$ cat src/design/tx_intf_pkg.sv
//************************************************************
// shared widths, queue count and apb register map
//************************************************************
`default_nettype none

package tx_intf_pkg;

    // stream and queue payload
    localparam int tdata_width     = 64;  // one baseband symbol per beat
    localparam int num_queues      = 4;
    localparam int queue_idx_width = 2;
    localparam int max_sym_width   = 14;  // symbol count and fill count

    // apb bus
    localparam int apb_addr_width  = 8;
    localparam int apb_data_width  = 32;

    // register offsets
    localparam logic [apb_addr_width-1:0] reg_num_symbol = 8'h00;
    localparam logic [apb_addr_width-1:0] reg_ctrl       = 8'h04;
    localparam logic [apb_addr_width-1:0] reg_fill_base  = 8'h10;  // stride of 4 per queue

    // field positions inside reg_ctrl
    localparam int ctrl_wr_lsb      = 0;  // write queue select
    localparam int ctrl_rd_lsb      = 2;  // read queue select
    localparam int ctrl_endless_bit = 4;

endpackage

`default_nettype wire

$ cat src/design/dma_symbol_counter.sv
//************************************************************
// per-transfer beat counter with limit and end detection
//************************************************************
`timescale 1ns/1ps
`default_nettype none

module dma_symbol_counter
(
    input  wire                                   S_AXIS_ACLK,
    input  wire                                   S_AXIS_ARESETN,
    input  wire                                   beat_accept,
    input  wire                                   S_AXIS_TLAST,
    input  wire  [tx_intf_pkg::max_sym_width-1:0] num_symbol,
    input  wire                                   endless,
    output wire                                   limit_hit,
    output logic                                  xfer_done
);
    import tx_intf_pkg::*;

    logic [max_sym_width-1:0] sym_count;
    logic [max_sym_width-1:0] next_count;
    logic                     last_beat;

    assign next_count = sym_count + 1'b1;

    // this beat closes the transfer
    assign last_beat = S_AXIS_TLAST || (!endless && (next_count == num_symbol));

    // also held during the done pulse so a tlast end takes no extra beat
    assign limit_hit = xfer_done || (!endless && (sym_count == num_symbol));

    always_ff @(posedge S_AXIS_ACLK)
    begin
        if (!S_AXIS_ARESETN)
        begin
            sym_count <= '0;
            xfer_done <= 1'b0;
        end
        else if (xfer_done)
        begin
            sym_count <= '0;  // ready for next transfer
            xfer_done <= 1'b0;
        end
        else if (beat_accept)
        begin
            sym_count <= next_count;
            xfer_done <= last_beat;
        end
    end

endmodule

`default_nettype wire

$ cat config.mk
export PLATFORM = sky130hd
export DESIGN_NAME = dma_symbol_counter
export DESIGN_NICKNAME = d
export VERILOG_FILES = /design/src/design/tx_intf_pkg.sv /design/src/design/dma_symbol_counter.sv
export SDC_FILE = /design/constraint.sdc
export NUM_CORES = 1
export LEC_CHECK = 0
export ABC_AREA = 1
export BUFFER_PORTS_ARGS = -buffer_cell sky130_fd_sc_hd__clkbuf_2
export CORE_UTILIZATION = 60
export CTS_CLUSTER_SIZE = 40
export DETAILED_ROUTE_END_ITERATION = 12
export PLACE_DENSITY = 0.87
export SYNTH_ARGS = -nofsm -noshare
export SYNTH_HDL_FRONTEND = slang
export SYNTH_SLANG_ARGS = --single-unit
$ cat constraint.sdc
create_clock -name S_AXIS_ACLK -period 3.1 [get_ports S_AXIS_ACLK]
set_input_delay 0.31 -clock S_AXIS_ACLK [delete_from_list [all_inputs] [get_ports S_AXIS_ACLK]]
set_output_delay 0.31 -clock S_AXIS_ACLK [all_outputs]
set_load 0.01 [all_outputs]
-- After elaboration in Yosys (flattened, before gate mapping)
Cells that the tools add are included.
- bits in registers: 15
- input bits: 19
- $add $sub $neg: 1
- equal/unequal tests: 2
- bitwise logic cells: 2
- reduce and logical (&&, ||, !) cells: 7
- operators by type and width (cell ; count):
    $eq A14 B14 Y1 ; 2
    $add A14 B1 Y14 const B ; 1
    $reduce_or A3 Y1 ; 1
    $logic_and A1 B1 Y1 ; 2
    $logic_or A1 B1 Y1 ; 2
    $not A1 Y1 ; 2
    $reduce_or A2 Y1 ; 1
    $logic_not A1 Y1 ; 1

-- Longest topological paths before layout
Gate-level depths: netlist (run 1).
- depth in word-level cells: 4
- depth in mapped cells: 12
- gate-level depth less buffers: 12

-- Worst setup path before layout (run 1)
No wires, ideal clock.
- path kind: register -> register
- start point: reg sym_count[0]
- end point: reg xfer_done
- setup time: 70 ps
- arrival time: 1415 ps
- required time: 3030 ps
- setup slack: 1616 ps
- cell stages (with the launch flop): 10
- path buffers: 0
- cells stage by stage: dfxtp_1 -> ha_1 -> nand3_1 -> inv_1 -> nand2_1 -> xor2_1 -> nor2_1 -> nor2_1 -> nand4_1 -> a21oi_1
- longest elaborated chain between the ends: 4
- ends and longest elaborated chain (item ; RTL line ; source):
    start, declared ; dma_symbol_counter.sv:20 ; logic [max_sym_width-1:0] sym_count;
    start signal, assigned ; dma_symbol_counter.sv:46 ; sym_count <= next_count;
    $add A14 B1 Y14 ; dma_symbol_counter.sv:24 ; assign next_count = sym_count + 1'b1;
    $eq A14 B14 Y1 ; dma_symbol_counter.sv:27 ; assign last_beat = S_AXIS_TLAST || (!endless && (next_count == num_symbol));
    $logic_and A1 B1 Y1 ; dma_symbol_counter.sv:27 ;
    $logic_or A1 B1 Y1 ; dma_symbol_counter.sv:27 ;
    end signal, assigned ; dma_symbol_counter.sv:47 ; xfer_done <= last_beat;
    end, declared ; dma_symbol_counter.sv:16 ; output logic xfer_done
No other way between the ends.
A chain may end at the register's enable or synchronous reset.

-- Final worst setup path (run 1)
- start point: reg sym_count[4]
- end point: out limit_hit
- longest elaborated chain between the ends: 3
- ends and longest elaborated chain (item ; RTL line ; source):
    $eq A14 B14 Y1 ; dma_symbol_counter.sv:30 ; assign limit_hit = xfer_done || (!endless && (sym_count == num_symbol));
    $logic_and A1 B1 Y1 ; dma_symbol_counter.sv:30 ;
    $logic_or A1 B1 Y1 ; dma_symbol_counter.sv:30 ;
    end, declared ; dma_symbol_counter.sv:15 ; output wire limit_hit,
No other way between the ends.

==> flow_summary.toml, run 1 <==
[run_status]
status = "complete, no violations"

[min_path]
hold_start = "S_AXIS_TLAST"
hold_class = "input pin to register"

[cells_and_area]
area_growth_pct = 11.4
mostFrequentLayoutCells = "72 x nand2_1, 39 x inv_1, 25 x nand3_1"
diodes = 0
final_nets = 271
layout-drive-gt1-share = 0.112
final_common_cell = "nand2_1"
nFillCells = 189

[power_and_ir_drop]
power.internal_uw = 293
power_density_mw_per_mm2 = 309
peakVddDrop_uv = 291
clkPwrFrac = 0.278
sw_frac_of_total = 0.334
switchingPower_uw = 147
share_comb_of_total_power = 0.228
power_uw = 440
power_frac_seq = 0.493
leakage_uw = 0.000708

[clock_tree]
numCtsBuffers = 3
clk_pin_slew_worst_paths_ps = 100
htree_num_levels = 1
cts_sinks = 15
holdBufCountCts = 0
tritoncts = "built"
post_cts_buffers = 0
cts_root_buffer = "clkbuf_4"
clkLatencyLatePin_ps = 300
cts_buffer_depth = 2
cts-resized-gates = 0

[floorplanning]
initial_utilization = 0.645
die-area_sq_mm = 0.00232
core_sq_mm = 0.00198
io_pins = 21
die_h_um = 48.2
num_rows = 16
die_w_um = 48.2

[place]
dp_hpwl_mm = 2.65
gp_congestion = 0.900
io_buffers = 20

[sta]
slew_violations = 0
finalCritPeriodShare = 0.625
fin_tns_setup_ps = 0
fmax_mhz = 517
setup_violations = 0
fin_crit_ps = 1940
whs_ps = 236
finClkSkew_ps = 3.00
tightest_slew_ps = 346
slew_headroom = 0.769
hold_viol = 0
rsz0062_at_grt = "false"

[detailed_routing]
avgRoutedWirePerCell_um = 11.9
ant_nets = 0
wl_mm = 3.30
drc = 0
vias = 1523
drt_iter0_drc = 78
drt_pass1_iterations = 7
viasPerCell = 5.50

[setup_path]
crit_buf_inv = 2
required_ps = 2790
cp-end-kind = "primary output"
critPathTopFamily = "flip-flops"
arrival_ps = 1630
reg2reg_from = "sym_count[0]"
crit_type = "register to primary output"
worst_path_most_repeated_cell = "nand2_1"
cpMaxStageDelayCell = "dfxtp_1"
slowest_delay_ps = 480
critPathMaxFanout = 8
crit_start = "sym_count[4]"
worstPathCellList = "inv_1 -> a221oi_1 -> nand4_1 -> nor2_1 -> nand2_1 -> nand2_1 -> clkbuf_2"
start_kind = "register"
r2r_slack_ps = 1350

[logic_synthesis]
synthCells = 229
synth_cell_types = 26
synth.avg_cell_area_sq_um = 5.58
syn_nets = 249
ys_ff_latch = 15
synth_area_sq_mm = 0.00128
yosysSeqAreaShare = 0.235
yosysWarningCount = 0

[grt]
grt_pass1_vias = 1173
antenna_found_initial = 0
grt_use_total = 0.308
grt_overflow = 0
grt_first_pass_wirelength_mm = 4.86
grt_max_degree = 18

[flow_run]
cap_violations = 0
==> cells by family after synthesis <==
group,Yosys count,share of synthesized area
adder cells (fa/ha/maj),1,0.00978
AND/OR/NAND/NOR,131,0.445
XOR/XNOR,3,0.0206
buffers and inverters,43,0.129
AO/OA/AOI/OAI,36,0.160
flip-flops,15,0.235
==> synthesized netlist by cell type <==
cell | n | area share
o211ai_1 | 2 | 0.012
xnor2_1 | 2 | 0.014
a211oi_1 | 1 | 0.0059
inv_1 | 39 | 0.11
o21ai_0 | 10 | 0.039
ha_1 | 1 | 0.0098
nand3_1 | 25 | 0.098
dfxtp_1 | 15 | 0.23
nor4_1 | 2 | 0.0098
nand2_1 | 72 | 0.21
o22ai_1 | 5 | 0.024
xor2_1 | 1 | 0.0069
a221oi_1 | 2 | 0.014
nor2_4 | 2 | 0.018
nor3_1 | 1 | 0.0039
buf_1 | 1 | 0.0029
inv_2 | 1 | 0.0029
nand2_2 | 1 | 0.0049
a31oi_1 | 1 | 0.0049
buf_4 | 1 | 0.0059
o21bai_1 | 1 | 0.0059
or2_2 | 1 | 0.0049
a21oi_1 | 14 | 0.055
nor2_1 | 19 | 0.056
nand4_1 | 8 | 0.039
clkbuf_1 | 1 | 0.0029
==> power by group through the flow <==
| stage | Sequential (uW) | Combinational [uW] | Clock [uW] |
|---|---|---|---|
| floorplan | 216 | 71.2 | 0 |
| global placement | 221 | 97.5 | 0 |
| detailed placement | 221 | 99.3 | 0 |
| CTS | 216 | 99.8 | 121 |
| global route | 219 | 115 | 126 |
| finish | 217 | 100 | 122 |
==> sequential cells by signal (all words and copies together), names as in the netlist <==
signal / flops
sym_count: 14
xfer_done: 1
==> through the flow <==
stage,area (sq um),utilization,setup WS (ps),cells
5_1_grt,1420,0.718,1000,277
4_1_cts,1420,0.718,1170,277
3_5_place_dp,1400,0.705,1390,273
2_1_floorplan,1280,-,1620,229
3_3_place_gp,1400,0.705,1420,273
6_report,1420,0.718,1160,277
==> tightest hold or removal path, delay by kind of cell <==
kind	cells	cell delay [ps]
AO/OA/AOI/OAI	1	60
buffers and inverters	2	130
==> metal layers <==
layer	vias up	wire length, um	track usage
li1	791	-	-
met4	0	43	0.117
met3	5	284	0.0519
met2	69	1470	0.485
met5	-	0	0
met1	658	1500	0.420
==> area by class of cell <==
type / instances / area [sq um] / area share
clock buffer: 4 / 26.3 / 0.0185
inverter: 40 / 150 / 0.105
multi-input combinational: 171 / 813 / 0.571
sequential: 15 / 300 / 0.211
tap: 27 / 33.8 / 0.0237
timing repair buffer: 20 / 100 / 0.0703
==> final timing paths <==
kind         depth (start not counted)           end
max                                  7     limit_hit
min                                  3     xfer_done
max reg2reg                         11     xfer_done
min reg2reg                          2  sym_count[1]
No activity file was read; power rests on OpenSTA's default activity.
==> inputs of run 2 (changes only) <==
- ABC_AREA: 1 -> 0
- CORE_UTILIZATION: 60 -> 49
- PLACE_DENSITY: 0.87 -> 0.77
- clock period: 3.1 -> 1.6 ns (I/O delays scaled with it)
==> flow_summary.toml, run 2 <==
[run_status]
status = "finished, violations left"
violations = "setup timing"

[setup_path]
cpMaxStageDelayCell = "or4_4"
arrival_ps = 1770
critPathMaxFanout = 2
r2r_slack_ps = -80
r2r_cells = 8
r2r-end = "xfer_done"
start_kind = "register"
cp-end-kind = "primary output"
crit_type = "register to primary output"
required_ps = 1440
slowest_delay_ps = 540
reg2reg_from = "sym_count[1]"
worstPathCellList = "xor2_1 -> or4_4 -> nor3_2 -> a31o_1 -> clkbuf_2"

[grt]
grt_pass1_vias = 1142
grt_first_pass_wirelength_mm = 5.13
grt_overflow = 0
grt_use_total = 0.272
antenna_found_initial = 0
grt_max_degree = 15

[clock_tree]
cts_sinks = 15
htree_num_levels = 1
cts_buffer_depth = 2
clk_pin_slew_worst_paths_ps = 100
numCtsBuffers = 3
clkLatencyLatePin_ps = 290
cts_root_buffer = "clkbuf_4"
tritoncts = "built"

[cells_and_area]
nFillCells = 186
diodes = 0
regMostFlops = "sym_count"
final_util = 0.673
mostFrequentLayoutCells = "22 x buf_4, 21 x xor2_1, 20 x clkbuf_2"
final_common_cell = "buf_4"
largest_register_ffs = 14
area_growth_pct = 27.8
final_nets = 204
layout-drive-gt1-share = 0.344
fin_area_sq_mm = 0.00152
largest_registers = "sym_count: 14 flops, xfer_done: 1 flops"

[floorplanning]
core_sq_mm = 0.00225
die_w_um = 51.2
die_h_um = 51.2
num_rows = 17
initial_utilization = 0.527
die-area_sq_mm = 0.00262
io_pins = 21

[logic_synthesis]
yosysTopAreaCell = "dfxtp_1"
synth_area_sq_mm = 0.00119
synth.top_cell.area_share = 0.253
synthCells = 144
synthTopCellsByArea = "dfxtp_1 25%, xor2_1 15%, xnor2_1 8.9%, nor2_1 6.0%, nand4_1 3.7%"
syn_nets = 164
yosysMostFrequentCell = "xor2_1"
yosysWarningCount = 0
synth.avg_cell_area_sq_um = 8.25
yosysSeqAreaShare = 0.253
synth_edf_count = 0
ys_ff_latch = 15
synth_commonest_cells = "21 x xor2_1, 19 x nor2_1, 15 x dfxtp_1"
synth_cell_types = 40
synthFlopType = "dfxtp_1"
async_flop_share = 0

[power_and_ir_drop]
power.internal_uw = 560
clkPwrFrac = 0.294
peakVddDrop_uv = 414
power_uw = 786
sw_frac_of_total = 0.287
share_comb_of_total_power = 0.214
power_frac_seq = 0.492
switchingPower_uw = 225
leakage_uw = 0.000619
power_density_mw_per_mm2 = 518

[place]
io_buffers = 20
dp_hpwl_mm = 2.40
gp_congestion = 0.855
placed_area_sq_mm = 0.00143

[detailed_routing]
wl_mm = 3.20
ant_nets = 0
drt_iter0_drc = 30
drc = 0
vias = 1216
drt_pass1_iterations = 5
viasPerCell = 5.76
avgRoutedWirePerCell_um = 15.2

[sta]
whs_ps = 130
setup_violations = 2
hold_viol = 0
slew_violations = 0
finalCritPeriodShare = 1.21
fmax_mhz = 519
rsz0062_at_grt = "true"
fin_crit_ps = 1930
setup_slack_ps = -329
tightest_slew_ps = 389
finClkSkew_ps = 4.75
slew_headroom = 0.739

[min_path]
hold_end = "xfer_done"
hold_start = "S_AXIS_TLAST"
hold_class = "input pin to register"
hold_depth = 3

[flow_run]
cap_violations = 0
[run 2: repair_timing]
item                       4_1_cts  5_1_grt
setup buffers                    3        1
setup endpoints to repair        3        8
pin swaps                        7        3
gates resized for setup          7        6
hold buffers                     0        0
[run 2: logic make-up after synthesis]
group,Yosys count,share of synthesized area
and+or+nand+nor,68,0.328
xor gates and xnor gates,34,0.257
AOI/OAI and AO/OA,15,0.0843
DFF,15,0.253
buffers and inverters,10,0.0590
muxes,1,0.00843
adders and majority gates,1,0.0105
[run 2: layout make-up]
| class | count | area (sq um) | area share |
|---|---|---|---|
| multi-input cells | 119 | 851 | 0.561 |
| flip-flops and latches | 15 | 307 | 0.202 |
| repair buffers | 45 | 299 | 0.197 |
| clock buffers | 4 | 26.3 | 0.0173 |
| well taps | 28 | 35.0 | 0.0231 |
[run 2: per-layer routing]
metal | part of all wire | GRT usage | vias to the layer above
met5 | 0 | 0 | -
met4 | 0.032 | 0.149 | 0
met3 | 0.071 | 0.0595 | 12
met2 | 0.47 | 0.436 | 67
met1 | 0.42 | 0.335 | 566
li1 | - | - | 571
[run 2: power by group through the flow]
stage	Combinational (uW)	Clock (uW)	Sequential, uW
6_report	168	231	386
5_1_grt	182	249	387
4_1_cts	160	234	385
3_5_place_dp	152	0	396
3_3_place_gp	146	0	395
2_1_floorplan	83.0	0	395
[run 2: how the worst max path moves through the flow]
stage | startpoint | to | slack (ps) | cells past startpoint
floorplan | sym_count[7] | limit_hit | 20 | 5
global placement | sym_count[1] | limit_hit | -60 | 5
detailed placement | sym_count[1] | limit_hit | -100 | 5
CTS | sym_count[2] | limit_hit | -300 | 5
global route | sym_count[2] | limit_hit | -390 | 5
finish | sym_count[2] | limit_hit | -330 | 5
[run 2: per-stage QoR]
| stage | setup WS [ps] | TNS (ps) | std cells |
|---|---|---|---|
| after floorplan | 21.8 | 0 | 144 |
| after global placement | -64.3 | -64.3 | 204 |
| after detailed placement | -99.9 | -211 | 204 |
| after CTS | -305 | -374 | 211 |
| after global routing | -390 | -704 | 211 |
| final | -329 | -406 | 211 |
[run 2: worst max-delay path, delay by kind of cell, from the launching register on]
family / cells / cell delay (ps)
xor gates and xnor gates: 1 / 160
and+or+nand+nor: 2 / 670
buffers and inverters: 1 / 140
DFF: 1 / 330
AOI/OAI and AO/OA: 1 / 180
