File: src/design/tx_intf_pkg.sv
//************************************************************
// shared widths, queue count and apb register map
//************************************************************
`default_nettype none

package tx_intf_pkg;

    // stream and queue payload
    localparam int tdata_width     = 64;  // one baseband symbol per beat
    localparam int num_queues      = 4;
    localparam int queue_idx_width = 2;
    localparam int max_sym_width   = 14;  // symbol count and fill count

    // apb bus
    localparam int apb_addr_width  = 8;
    localparam int apb_data_width  = 32;

    // register offsets
    localparam logic [apb_addr_width-1:0] reg_num_symbol = 8'h00;
    localparam logic [apb_addr_width-1:0] reg_ctrl       = 8'h04;
    localparam logic [apb_addr_width-1:0] reg_fill_base  = 8'h10;  // stride of 4 per queue

    // field positions inside reg_ctrl
    localparam int ctrl_wr_lsb      = 0;  // write queue select
    localparam int ctrl_rd_lsb      = 2;  // read queue select
    localparam int ctrl_endless_bit = 4;

endpackage

`default_nettype wire

File: src/design/tx_cfg_apb.sv
//************************************************************
// apb register block for transfer setup and fill readback
//************************************************************
`timescale 1ns/1ps
`default_nettype none

module tx_cfg_apb
(
    input  wire                                     S_AXIS_ACLK,
    input  wire                                     S_AXIS_ARESETN,
    input  wire  [tx_intf_pkg::apb_addr_width-1:0]  paddr,
    input  wire                                     psel,
    input  wire                                     penable,
    input  wire                                     pwrite,
    input  wire  [tx_intf_pkg::apb_data_width-1:0]  pwdata,
    output logic [tx_intf_pkg::apb_data_width-1:0]  prdata,
    output wire                                     pready,
    output wire                                     pslverr,
    output logic [tx_intf_pkg::max_sym_width-1:0]   num_symbol,
    output logic [tx_intf_pkg::queue_idx_width-1:0] wr_queue,
    output logic [tx_intf_pkg::queue_idx_width-1:0] rd_queue,
    output logic                                    endless,
    input  wire  [tx_intf_pkg::max_sym_width-1:0]   fill_count0,
    input  wire  [tx_intf_pkg::max_sym_width-1:0]   fill_count1,
    input  wire  [tx_intf_pkg::max_sym_width-1:0]   fill_count2,
    input  wire  [tx_intf_pkg::max_sym_width-1:0]   fill_count3
);
    import tx_intf_pkg::*;

    logic addr_hit;
    logic wr_access;

    assign pready    = 1'b1;  // no wait states
    assign pslverr   = psel && penable && !addr_hit;
    assign wr_access = psel && penable && pwrite;

    // read mux and address decode
    always_comb
    begin
        prdata   = '0;
        addr_hit = 1'b1;
        case (paddr)
            reg_num_symbol:        prdata[max_sym_width-1:0] = num_symbol;
            reg_ctrl:
            begin
                prdata[ctrl_wr_lsb +: queue_idx_width] = wr_queue;
                prdata[ctrl_rd_lsb +: queue_idx_width] = rd_queue;
                prdata[ctrl_endless_bit]               = endless;
            end
            reg_fill_base:         prdata[max_sym_width-1:0] = fill_count0;
            reg_fill_base + 8'h04: prdata[max_sym_width-1:0] = fill_count1;
            reg_fill_base + 8'h08: prdata[max_sym_width-1:0] = fill_count2;
            reg_fill_base + 8'h0c: prdata[max_sym_width-1:0] = fill_count3;
            default:               addr_hit = 1'b0;
        endcase
    end

    always_ff @(posedge S_AXIS_ACLK)
    begin
        if (!S_AXIS_ARESETN)
        begin
            num_symbol <= '0;
            wr_queue   <= '0;
            rd_queue   <= '0;
            endless    <= 1'b0;
        end
        else if (wr_access)
        begin
            case (paddr)
                reg_num_symbol: num_symbol <= pwdata[max_sym_width-1:0];
                reg_ctrl:
                begin
                    wr_queue <= pwdata[ctrl_wr_lsb +: queue_idx_width];
                    rd_queue <= pwdata[ctrl_rd_lsb +: queue_idx_width];
                    endless  <= pwdata[ctrl_endless_bit];
                end
                default: ;  // fill counts are read only
            endcase
        end
    end

endmodule

`default_nettype wire

File: config.mk
export PLATFORM = sky130hd
export DESIGN_NAME = tx_cfg_apb
export DESIGN_NICKNAME = d
export VERILOG_FILES = /design/src/design/tx_intf_pkg.sv /design/src/design/tx_cfg_apb.sv
export SDC_FILE = /design/constraint.sdc
export NUM_CORES = 1
export LEC_CHECK = 0
export ABC_AREA = 1
export BUFFER_PORTS_ARGS = -buffer_cell sky130_fd_sc_hd__buf_2
export CAP_MARGIN = 20
export CORE_MARGIN = 5
export CORE_UTILIZATION = 35
export DETAILED_ROUTE_END_ITERATION = 10
export PLACE_DENSITY = 0.8
export SKIP_LAST_GASP = 1
export SYNTH_ARGS = -nofsm -noshare
export SYNTH_HDL_FRONTEND = slang
export SYNTH_SLANG_ARGS = --single-unit
File: constraint.sdc
create_clock -name S_AXIS_ACLK -period 1.7 [get_ports S_AXIS_ACLK]
set_clock_uncertainty 0.2 [all_clocks]
set_input_delay 0.425 -clock S_AXIS_ACLK [delete_from_list [all_inputs] [get_ports S_AXIS_ACLK]]
set_output_delay 0.425 -clock S_AXIS_ACLK [all_outputs]
set_load 0.01 [all_outputs]
Word-level counts from Yosys, hierarchy flattened
Index checks and enable logic that the tools add are counted.
- register bits: 19
- bits of input ports: 101
- output and inout port bits: 53
- logic and storage cells: 20
- eq/ne operators: 5
- mux-type cells: 3
- reductions and logical operators: 8
- operators with widths (cell ; number):
    9-bit one-hot mux with 5 select lines ; 1
    8-bit by 5-bit equality test with 1-bit output (second input constant) ; 4
    5-bit one-hot mux with 6 select lines ; 1
    8-bit by 3-bit equality test with 1-bit output (second input constant) ; 1
    8-bit logical NOT ; 1
    6-bit OR reduction ; 1
    2-bit AND reduction ; 2
    1-bit logical AND ; 3
    1-bit logical NOT ; 1
    1-bit 2-to-1 mux ; 1

Longest topological paths before layout
Gate-level depths: netlist of run 1.
- depth after elaboration: 5
- gate-level depth with buffers: 8
- gate-level depth less buffers: 7

Worst setup path before layout of run 1
OpenSTA, ideal clock, no wires.
- kind: in2out
- start point: input paddr[1] (netlist bit)
- end point: output prdata[4] (netlist bit)
- data arrival time: 1.203 ns
- data required time: 1.075 ns
- slack: -0.128 ns
- stages: 8
- buffers on the path: 1
- cells stage by stage: nor2_2 nand2_2 nor2_4 buf_6 nand2_1 nand2_1 inv_1 nand2_1
- word-level cells in the longest chain between the ends: 2
- elaborated cells on any way between the ends: 7
- classes of those cells: eq/ne: 5; mux: 1; reduce/logical: 1
- ends and longest elaborated chain (element ; line ; source):
    start: declaration ; tx_cfg_apb.sv:11 ; input wire [tx_intf_pkg::apb_addr_width-1:0] paddr,
    8-bit by 5-bit equality test with 1-bit output (tied with other cells) ; tx_cfg_apb.sv:42 ; case (paddr)
    5-bit one-hot mux with 6 select lines (*) ; tx_cfg_apb.sv:42 ;
    end: declaration ; tx_cfg_apb.sv:16 ; output logic [tx_intf_pkg::apb_data_width-1:0] prdata,
Every way passes the cells marked *; elsewhere a longest branch is shown, timed or not.

Worst setup path after layout of run 1
- start point: input paddr[5] (netlist bit)
- end point: output prdata[11] (netlist bit)
- word-level cells in the longest chain between the ends: 2
- elaborated cells on any way between the ends: 6
- classes of those cells: eq/ne: 4; mux: 1; reduce/logical: 1
- ends and longest elaborated chain (element ; line):
    8-bit by 5-bit equality test with 1-bit output or 8-bit logical NOT (tied branches) ; tx_cfg_apb.sv:42
    9-bit one-hot mux with 5 select lines (*) ; tx_cfg_apb.sv:42
Marks and branches as above.

==> flow_results.xml, run 1 <==
<?xml version="1.0" encoding="UTF-8"?>
<metrics>
  <group name="cells_and_area">
    <metric name="stdcell_area" unit="mm²">0.00321</metric>
    <metric name="fillerInstances" unit="">482</metric>
    <metric name="post_route_cells_drive_above_1_share" unit="%">47.4</metric>
    <metric name="nets" unit="">556</metric>
    <metric name="area_of_the_multi_input_gates" unit="mm²">0.00138</metric>
    <metric name="final_cells" unit="">524</metric>
    <metric name="final_util" unit="%">62.9</metric>
    <metric name="layout.area.seq" unit="µm²">380</metric>
    <metric name="num_antenna_cells" unit="">0</metric>
    <metric name="area_delta_synth_final" unit="%">73.4</metric>
  </group>
  <group name="global_routing">
    <metric name="global_route.overflow_total" unit="">0</metric>
    <metric name="grt_start_max_net_pins" unit="">39</metric>
    <metric name="met1_usage" unit="%">22.3</metric>
    <metric name="use_met3" unit="%">2.60</metric>
    <metric name="most_crowded_layer_gr" unit="">met2</metric>
    <metric name="wire_length_of_the_first_global_routing_pass" unit="µm">10400</metric>
    <metric name="antenna_found_initial" unit="">0</metric>
    <metric name="first_global_vias" unit="">2295</metric>
    <metric name="grtUsageMet2" unit="%">36.1</metric>
    <metric name="grtUsageTotal" unit="%">19.5</metric>
  </group>
  <group name="synthesis">
    <metric name="yosys_warnings" unit="">0</metric>
    <metric name="most_common_cell_in_the_synthesized_netlist" unit="">nand2_1</metric>
    <metric name="total_standard_cell_area_after_synthesis" unit="mm²">0.00185</metric>
    <metric name="synth-seq-area-share" unit="%">20.5</metric>
    <metric name="yosys.area.top_type_share" unit="%">20.5</metric>
    <metric name="post_synth.cell_area_avg" unit="µm²">5.72</metric>
    <metric name="most_used_flip_flop_cell_after_synthesis" unit="">dfxtp_1</metric>
    <metric name="post_synthesis_mux_area_share" unit="%">0</metric>
    <metric name="ys_top_cells_by_area" unit="">dfxtp_1, nand2_1, nand3_1, buf_4, nor2_1</metric>
    <metric name="fraction_of_the_mapped_netlist_area_in_adder_cells" unit="%">0</metric>
    <metric name="synth.largest_area_cell" unit="">dfxtp_1</metric>
    <metric name="synth.cells.most_frequent" unit="">nand2_1, nand3_1, nor2_1</metric>
    <metric name="post_synth_and_or_nand_nor_area_fraction" unit="%">52.8</metric>
    <metric name="netlist_instances" unit="">324</metric>
    <metric name="number_of_flops_mapped_to_enable_cells_by_yosys" unit="">0</metric>
    <metric name="synth_top_family_by_area" unit="">simple AND/OR/NAND/NOR gates</metric>
    <metric name="synth_seq_cells" unit="">19</metric>
    <metric name="synth_compound_area_share" unit="%">5.41</metric>
    <metric name="synthArstFlopShare" unit="%">0</metric>
    <metric name="fraction_of_synthesized_cell_area_in_xor_and_xnor_cells" unit="%">0</metric>
    <metric name="synth_cell_type_count" unit="">20</metric>
  </group>
  <group name="sta">
    <metric name="grt_setup_unrepaired" unit="">yes</metric>
    <metric name="hold_viol_final" unit="">0</metric>
    <metric name="final.hold.worst_slack" unit="ns">0.274</metric>
    <metric name="crit_path_time_final" unit="ns">2.09</metric>
    <metric name="max_clock_freq" unit="MHz">478</metric>
    <metric name="postLayoutSetupSlackWorst" unit="ns">-0.390</metric>
    <metric name="timing.final.setup_violations" unit="">25</metric>
    <metric name="timing.final.max_slew_violations" unit="">0</metric>
    <metric name="final_min_period_over_clock_period" unit="%">123</metric>
    <metric name="tns" unit="ns">-6.00</metric>
  </group>
  <group name="clock_tree">
    <metric name="postCtsHoldBufs" unit="">0</metric>
    <metric name="numCtsBuffers" unit="">3</metric>
    <metric name="clock_tree.htree_level_count" unit="">1</metric>
    <metric name="ctsRootBufferMaster" unit="">clkbuf_8</metric>
    <metric name="clk_latency" unit="ns">0.25</metric>
    <metric name="cts_sinks" unit="">19</metric>
    <metric name="cts_max_path_buffers" unit="">2</metric>
    <metric name="tritoncts" unit="">yes</metric>
    <metric name="clk_pin_slew_worst_paths" unit="ns">0.07</metric>
  </group>
  <group name="die">
    <metric name="fp.coreArea" unit="mm²">0.00511</metric>
    <metric name="die_area" unit="mm²">0.00685</metric>
    <metric name="die_h" unit="µm">82.7</metric>
    <metric name="floorplan.rows" unit="">26</metric>
    <metric name="floorplan.initialDensity" unit="%">36.3</metric>
    <metric name="top_level_ports" unit="">154</metric>
    <metric name="die_width" unit="µm">82.7</metric>
  </group>
  <group name="pwr">
    <metric name="cellLeakagePower" unit="nW">1.79</metric>
    <metric name="vdd_drop_max" unit="V">0.000472</metric>
    <metric name="report.power.total" unit="mW">1.07</metric>
    <metric name="power_per_cell_area" unit="mW/mm²">333</metric>
  </group>
  <group name="flow_run">
    <metric name="max-cap-violations" unit="">0</metric>
  </group>
  <group name="detailed_routing">
    <metric name="routed_via_density" unit="">4.68</metric>
    <metric name="antenna_nets_post_route" unit="">0</metric>
    <metric name="post-route-drc-count" unit="">0</metric>
    <metric name="detail_route.iter0.violations" unit="">92</metric>
    <metric name="finalWirelength" unit="µm">7170</metric>
    <metric name="route.vias.total" unit="">2452</metric>
    <metric name="routed_wire_length_per_instance" unit="µm">13.7</metric>
    <metric name="detailedRoute.firstPassIterationCount" unit="">4</metric>
  </group>
  <group name="critical_path">
    <metric name="crit_type" unit="">in -&gt; out</metric>
    <metric name="setup.worst_path.start_class" unit="">primary input</metric>
    <metric name="crit_required" unit="ns">1.07</metric>
    <metric name="worst-endpoint-arrival" unit="ns">1.47</metric>
    <metric name="critical_path.max_fanout" unit="">7</metric>
    <metric name="cp-end-kind" unit="">output pin</metric>
    <metric name="regToRegSetupSlack" unit="ns">0.86</metric>
  </group>
  <group name="placement">
    <metric name="dpl_worst_slack" unit="ns">-0.406</metric>
    <metric name="hpwlAfterDp" unit="µm">5130</metric>
    <metric name="place_area" unit="mm²">0.00260</metric>
    <metric name="globalplace.congestion" unit="">0.785</metric>
    <metric name="place_inst" unit="">504</metric>
    <metric name="port_buffers" unit="">116</metric>
  </group>
  <group name="worst_hold_path">
    <metric name="holdCritPathClass" unit="">in -&gt; reg</metric>
  </group>
  <group name="outcome">
    <metric name="run_status" unit="">finished, violations left</metric>
    <metric name="violations" unit="">negative setup slack</metric>
  </group>
</metrics>
==> cell families (layout without fill, tap and decap cells) <==
family	after synthesis	in the layout
AOI/OAI and AO/OA	20	20
buffers and inverters	64	177
DFF	19	19
other	2	19
and+or+nand+nor	219	219
==> metal layers <==
metal,routed length [µm],up-vias
met5,0,-
met4,141,0
met3,563,16
met2,3770,113
met1,2700,1072
li1,-,1251
==> where the power goes <==
group | total [mW] | switching [mW] | internal [mW]
registers | 0.445 | 0.000289 | 0.445
logic | 0.316 | 0.159 | 0.156
clock network | 0.309 | 0.143 | 0.166
total | 1.07 | 0.302 | 0.768
==> flip-flops by register name, summed over array words and instances (netlist names) <==
signal,cells
num_symbol,14
rd_queue,2
endless,1
wr_queue,2
==> area by class of cell <==
cell class	instances	share of cell area (%)
Sequential cell	19	11.8
Clock buffer	4	1.40
Tap cell	70	2.73
Inverter	25	3.70
Multi-Input combinational cell	258	42.9
Timing Repair Buffer	148	37.5
==> worst max-delay path, cell delays in order <==
cell and delay, ns:
buf_12 0.11, buf_6 0.11, nor2_4 0.10, nand2_4 0.08, nor2_4 0.15, buf_12 0.16
buf_12 0.11, nand2_2 0.04, nand2_1 0.05, buf_2 0.12
==> worst paths after layout <==
kind | startpoint | to | depth (start not counted)
worst max-delay path | paddr[5] | prdata[11] | 10
worst min-delay path | pwdata[9] | num_symbol[9]$_SDFFE_PN0P_ | 4
worst max register to register | num_symbol[12]$_SDFFE_PN0P_ | num_symbol[12]$_SDFFE_PN0P_ | 2
worst min register to register | num_symbol[4]$_SDFFE_PN0P_ | num_symbol[4]$_SDFFE_PN0P_ | 2
==> what timing repair did <==
item	in CTS	in global routing
pin swaps	24	13
setup buffers	10	0
gates resized for setup	48	34
setup endpoints to repair	15	29
gates cloned	4	2
==> cells in the final DEF (no fill, tap or decap), drive strengths merged <==
cell type  netlist  routed
clkbuf           1       7
conb             2      19
dfxtp           19      19
nand2           91      91
buf             38     145
nor2            54      54
inv             25      25
nand3b           9       9
o21ai            1       1
nand3           64      64
a21oi           19      19
nor3             1       1
Power figures use the tool's default switching activity.
==> run 2, diff against run 1 <==
- CORE_ASPECT_RATIO: unset -> 1.75
==> run 2 against run 1 <==
Net effect:
- the flow still finishes with violations (negative setup slack)
- count of clock-buffer cells in the layout decreased by 1
- cell count decreased by 0.76%
- total power about the same
- critical path type unchanged
- critical endpoint is now prdata[6]
==> flow_results.xml, run 2 (same netlist as run 1, synthesis figures left out) <==
<?xml version="1.0" encoding="UTF-8"?>
<metrics>
  <group name="critical_path">
    <metric name="critical_path.cell_chain" unit="">buf_12 -&gt; inv_12 -&gt; nand2_4 -&gt; nor2_4 -&gt; buf_6 -&gt; buf_6 -&gt; buf_12 -&gt; nand3_2 -&gt; nand2_1 -&gt; nor2_1 -&gt; nand2_1 -&gt; buf_2</metric>
    <metric name="crit_required" unit="ns">1.07</metric>
    <metric name="worst-endpoint-arrival" unit="ns">1.48</metric>
    <metric name="startpoint_of_the_most_critical_setup_path" unit="">paddr[5]</metric>
    <metric name="cpLargestDelayFamily" unit="">buffers and inverters</metric>
    <metric name="crit_type" unit="">in -&gt; out</metric>
    <metric name="timing.critical_path.slowest_cell_delay" unit="ns">0.13</metric>
    <metric name="crit-reg2reg-launch" unit="">num_symbol[8]$_SDFFE_PN0P_</metric>
    <metric name="setup.worst_path.start_class" unit="">primary input</metric>
    <metric name="path_buf_inv" unit="">6</metric>
    <metric name="worst_r2r_path_depth" unit="">2</metric>
    <metric name="worst_path_max_delay_cell" unit="">buf_6</metric>
    <metric name="critical_path.max_fanout" unit="">6</metric>
    <metric name="timing.critical_path.depth" unit="">12</metric>
    <metric name="cp-end-kind" unit="">output pin</metric>
  </group>
  <group name="sta">
    <metric name="postLayoutSetupSlackWorst" unit="ns">-0.402</metric>
    <metric name="crit_path_time_final" unit="ns">2.10</metric>
    <metric name="max_clock_freq" unit="MHz">476</metric>
    <metric name="timing.final.setup_violations" unit="">15</metric>
    <metric name="final_min_period_over_clock_period" unit="%">124</metric>
    <metric name="hold_viol_final" unit="">0</metric>
    <metric name="timing.final.max_slew_violations" unit="">0</metric>
    <metric name="grt_setup_unrepaired" unit="">yes</metric>
  </group>
  <group name="placement">
    <metric name="port_buffers" unit="">116</metric>
    <metric name="globalplace.congestion" unit="">0.773</metric>
    <metric name="place_area" unit="mm²">0.00260</metric>
    <metric name="hpwlAfterDp" unit="µm">5050</metric>
    <metric name="place_inst" unit="">493</metric>
  </group>
  <group name="cells_and_area">
    <metric name="num_antenna_cells" unit="">0</metric>
    <metric name="largest_register_ff_count" unit="">14</metric>
    <metric name="stdcell_area" unit="mm²">0.00318</metric>
    <metric name="final_cells" unit="">520</metric>
    <metric name="final_cell_mix" unit="">buf_2, nand2_1, nor2_1, nand3_1, buf_4</metric>
    <metric name="post_route_cells_drive_above_1_share" unit="%">48.0</metric>
    <metric name="largest_register" unit="">num_symbol</metric>
    <metric name="nets" unit="">567</metric>
    <metric name="most_common_cell_after_layout_fill_and_taps_aside" unit="">buf_2</metric>
    <metric name="area_delta_synth_final" unit="%">71.7</metric>
    <metric name="largest_registers_ranked_by_flip_flop_count" unit="">num_symbol: 14 flops, rd_queue: 2 flops, wr_queue: 2 flops</metric>
    <metric name="final_util" unit="%">61.0</metric>
  </group>
  <group name="global_routing">
    <metric name="grtUsageTotal" unit="%">19.5</metric>
    <metric name="antenna_found_initial" unit="">0</metric>
    <metric name="most_crowded_layer_gr" unit="">met2</metric>
    <metric name="global_route.overflow_total" unit="">0</metric>
    <metric name="grt_start_max_net_pins" unit="">39</metric>
    <metric name="met1_usage" unit="%">20.0</metric>
    <metric name="first_global_vias" unit="">2372</metric>
    <metric name="grtUsageMet2" unit="%">38.5</metric>
    <metric name="use_met3" unit="%">1.59</metric>
    <metric name="wire_length_of_the_first_global_routing_pass" unit="µm">10800</metric>
  </group>
  <group name="detailed_routing">
    <metric name="route.vias.total" unit="">2606</metric>
    <metric name="post-route-drc-count" unit="">0</metric>
    <metric name="detail_route.iter0.violations" unit="">193</metric>
    <metric name="antenna_nets_post_route" unit="">0</metric>
    <metric name="routed_via_density" unit="">5.01</metric>
    <metric name="finalWirelength" unit="µm">7380</metric>
    <metric name="routed_wire_length_per_instance" unit="µm">14.2</metric>
    <metric name="detailedRoute.firstPassIterationCount" unit="">4</metric>
  </group>
  <group name="clock_tree">
    <metric name="clk_pin_slew_worst_paths" unit="ns">0.07</metric>
    <metric name="clock_tree.htree_level_count" unit="">1</metric>
    <metric name="tritoncts" unit="">yes</metric>
    <metric name="ctsRootBufferMaster" unit="">clkbuf_8</metric>
    <metric name="numCtsBuffers" unit="">3</metric>
    <metric name="cts_max_path_buffers" unit="">2</metric>
    <metric name="clk_latency" unit="ns">0.25</metric>
    <metric name="cts_sinks" unit="">19</metric>
  </group>
  <group name="pwr">
    <metric name="internal_power" unit="µW">763</metric>
    <metric name="net-switching-power" unit="µW">307</metric>
    <metric name="power_per_cell_area" unit="mW/mm²">337</metric>
    <metric name="flop_pwr_share" unit="%">41.6</metric>
    <metric name="power_frac_clock" unit="%">28.7</metric>
    <metric name="report.power.total" unit="mW">1.07</metric>
    <metric name="cellLeakagePower" unit="nW">1.75</metric>
    <metric name="sw_frac_of_total" unit="%">28.7</metric>
    <metric name="vdd_drop_max" unit="V">0.000439</metric>
    <metric name="share_comb_of_total_power" unit="%">29.7</metric>
  </group>
  <group name="worst_hold_path">
    <metric name="worstHoldStart" unit="">pwdata[6]</metric>
    <metric name="holdCritPathClass" unit="">in -&gt; reg</metric>
    <metric name="hold_depth" unit="">4</metric>
  </group>
  <group name="die">
    <metric name="floorplan.rows" unit="">35</metric>
    <metric name="die_width" unit="µm">65.0</metric>
    <metric name="floorplan.initialDensity" unit="%">35.5</metric>
    <metric name="fp.coreArea" unit="mm²">0.00521</metric>
    <metric name="die_area" unit="mm²">0.00690</metric>
    <metric name="top_level_ports" unit="">154</metric>
    <metric name="die_h" unit="µm">106</metric>
  </group>
  <group name="flow_run">
    <metric name="max-cap-violations" unit="">0</metric>
  </group>
  <group name="outcome">
    <metric name="violations" unit="">negative setup slack</metric>
    <metric name="run_status" unit="">finished, violations left</metric>
  </group>
</metrics>
run 2: cell count changes in the layout (fill, tap and decap cells not counted), sizes merged:
cell and delta:
clkinv +1, clkbuf -3, buf +13
run 2: through the flow:
| step | TNS (ns) | setup WS (ns) | hold WS (ns) |
|---|---|---|---|
| 3_5_place_dp | -6.59 | -0.418 | 0.297 |
| 2_1_floorplan | -0.567 | -0.0654 | 0.333 |
| 4_1_cts | -5.43 | -0.381 | 0.279 |
| 5_1_grt | -7.12 | -0.461 | 0.280 |
| 6_report | -5.54 | -0.402 | 0.277 |
| 3_3_place_gp | -5.96 | -0.392 | 0.287 |
run 2: power groups by stage:
stage	Combinational, mW	Clock, mW	Sequential [mW]
6_report	0.318	0.308	0.445
3_3_place_gp	0.245	0	0.456
5_1_grt	0.343	0.331	0.445
2_1_floorplan	0.149	0	0.456
3_5_place_dp	0.249	0	0.456
4_1_cts	0.296	0.316	0.445
run 2: repair_timing:
action | in CTS | in global routing
resized for setup | 37 | 28
cloned | 5 | 1
hold buffers | 0 | 0
endpoints found under the setup margin | 15 | 15
buffers inserted | 6 | 12
pin swaps | 25 | 25
run 2: worst paths after layout:
path | to | slack [ns]
hold reg to reg | wr_queue[0]$_SDFFE_PN0P_ | 0.31
setup / recovery | prdata[6] | -0.40
hold / removal | num_symbol[6]$_SDFFE_PN0P_ | 0.28
setup reg to reg | num_symbol[8]$_SDFFE_PN0P_ | 0.87
run 2: area by class of cell:
class	instances	area (µm²)
multi-input cells	258	1350
clock inverters	1	5.00
inverters	25	116
well taps	55	68.8
flip-flops and latches	19	380
fillers	483	2030
clock buffers	3	41.3
repair buffers	159	1220
run 2: worst register-to-register path, delay by kind of cell, from the launching register on:
kind             cells  cell delay [ns]
AO/OA/AOI/OAI        1             0.13
flip-flops           1             0.33
AND/OR/NAND/NOR      1             0.06
run 2: metal layers:
layer	wire length [µm]	share of wire [%]	vias up
met4	312	4.2	0
met5	0	0	-
met1	2420	33	1171
li1	-	-	1276
met2	4190	57	129
met3	455	6.2	30
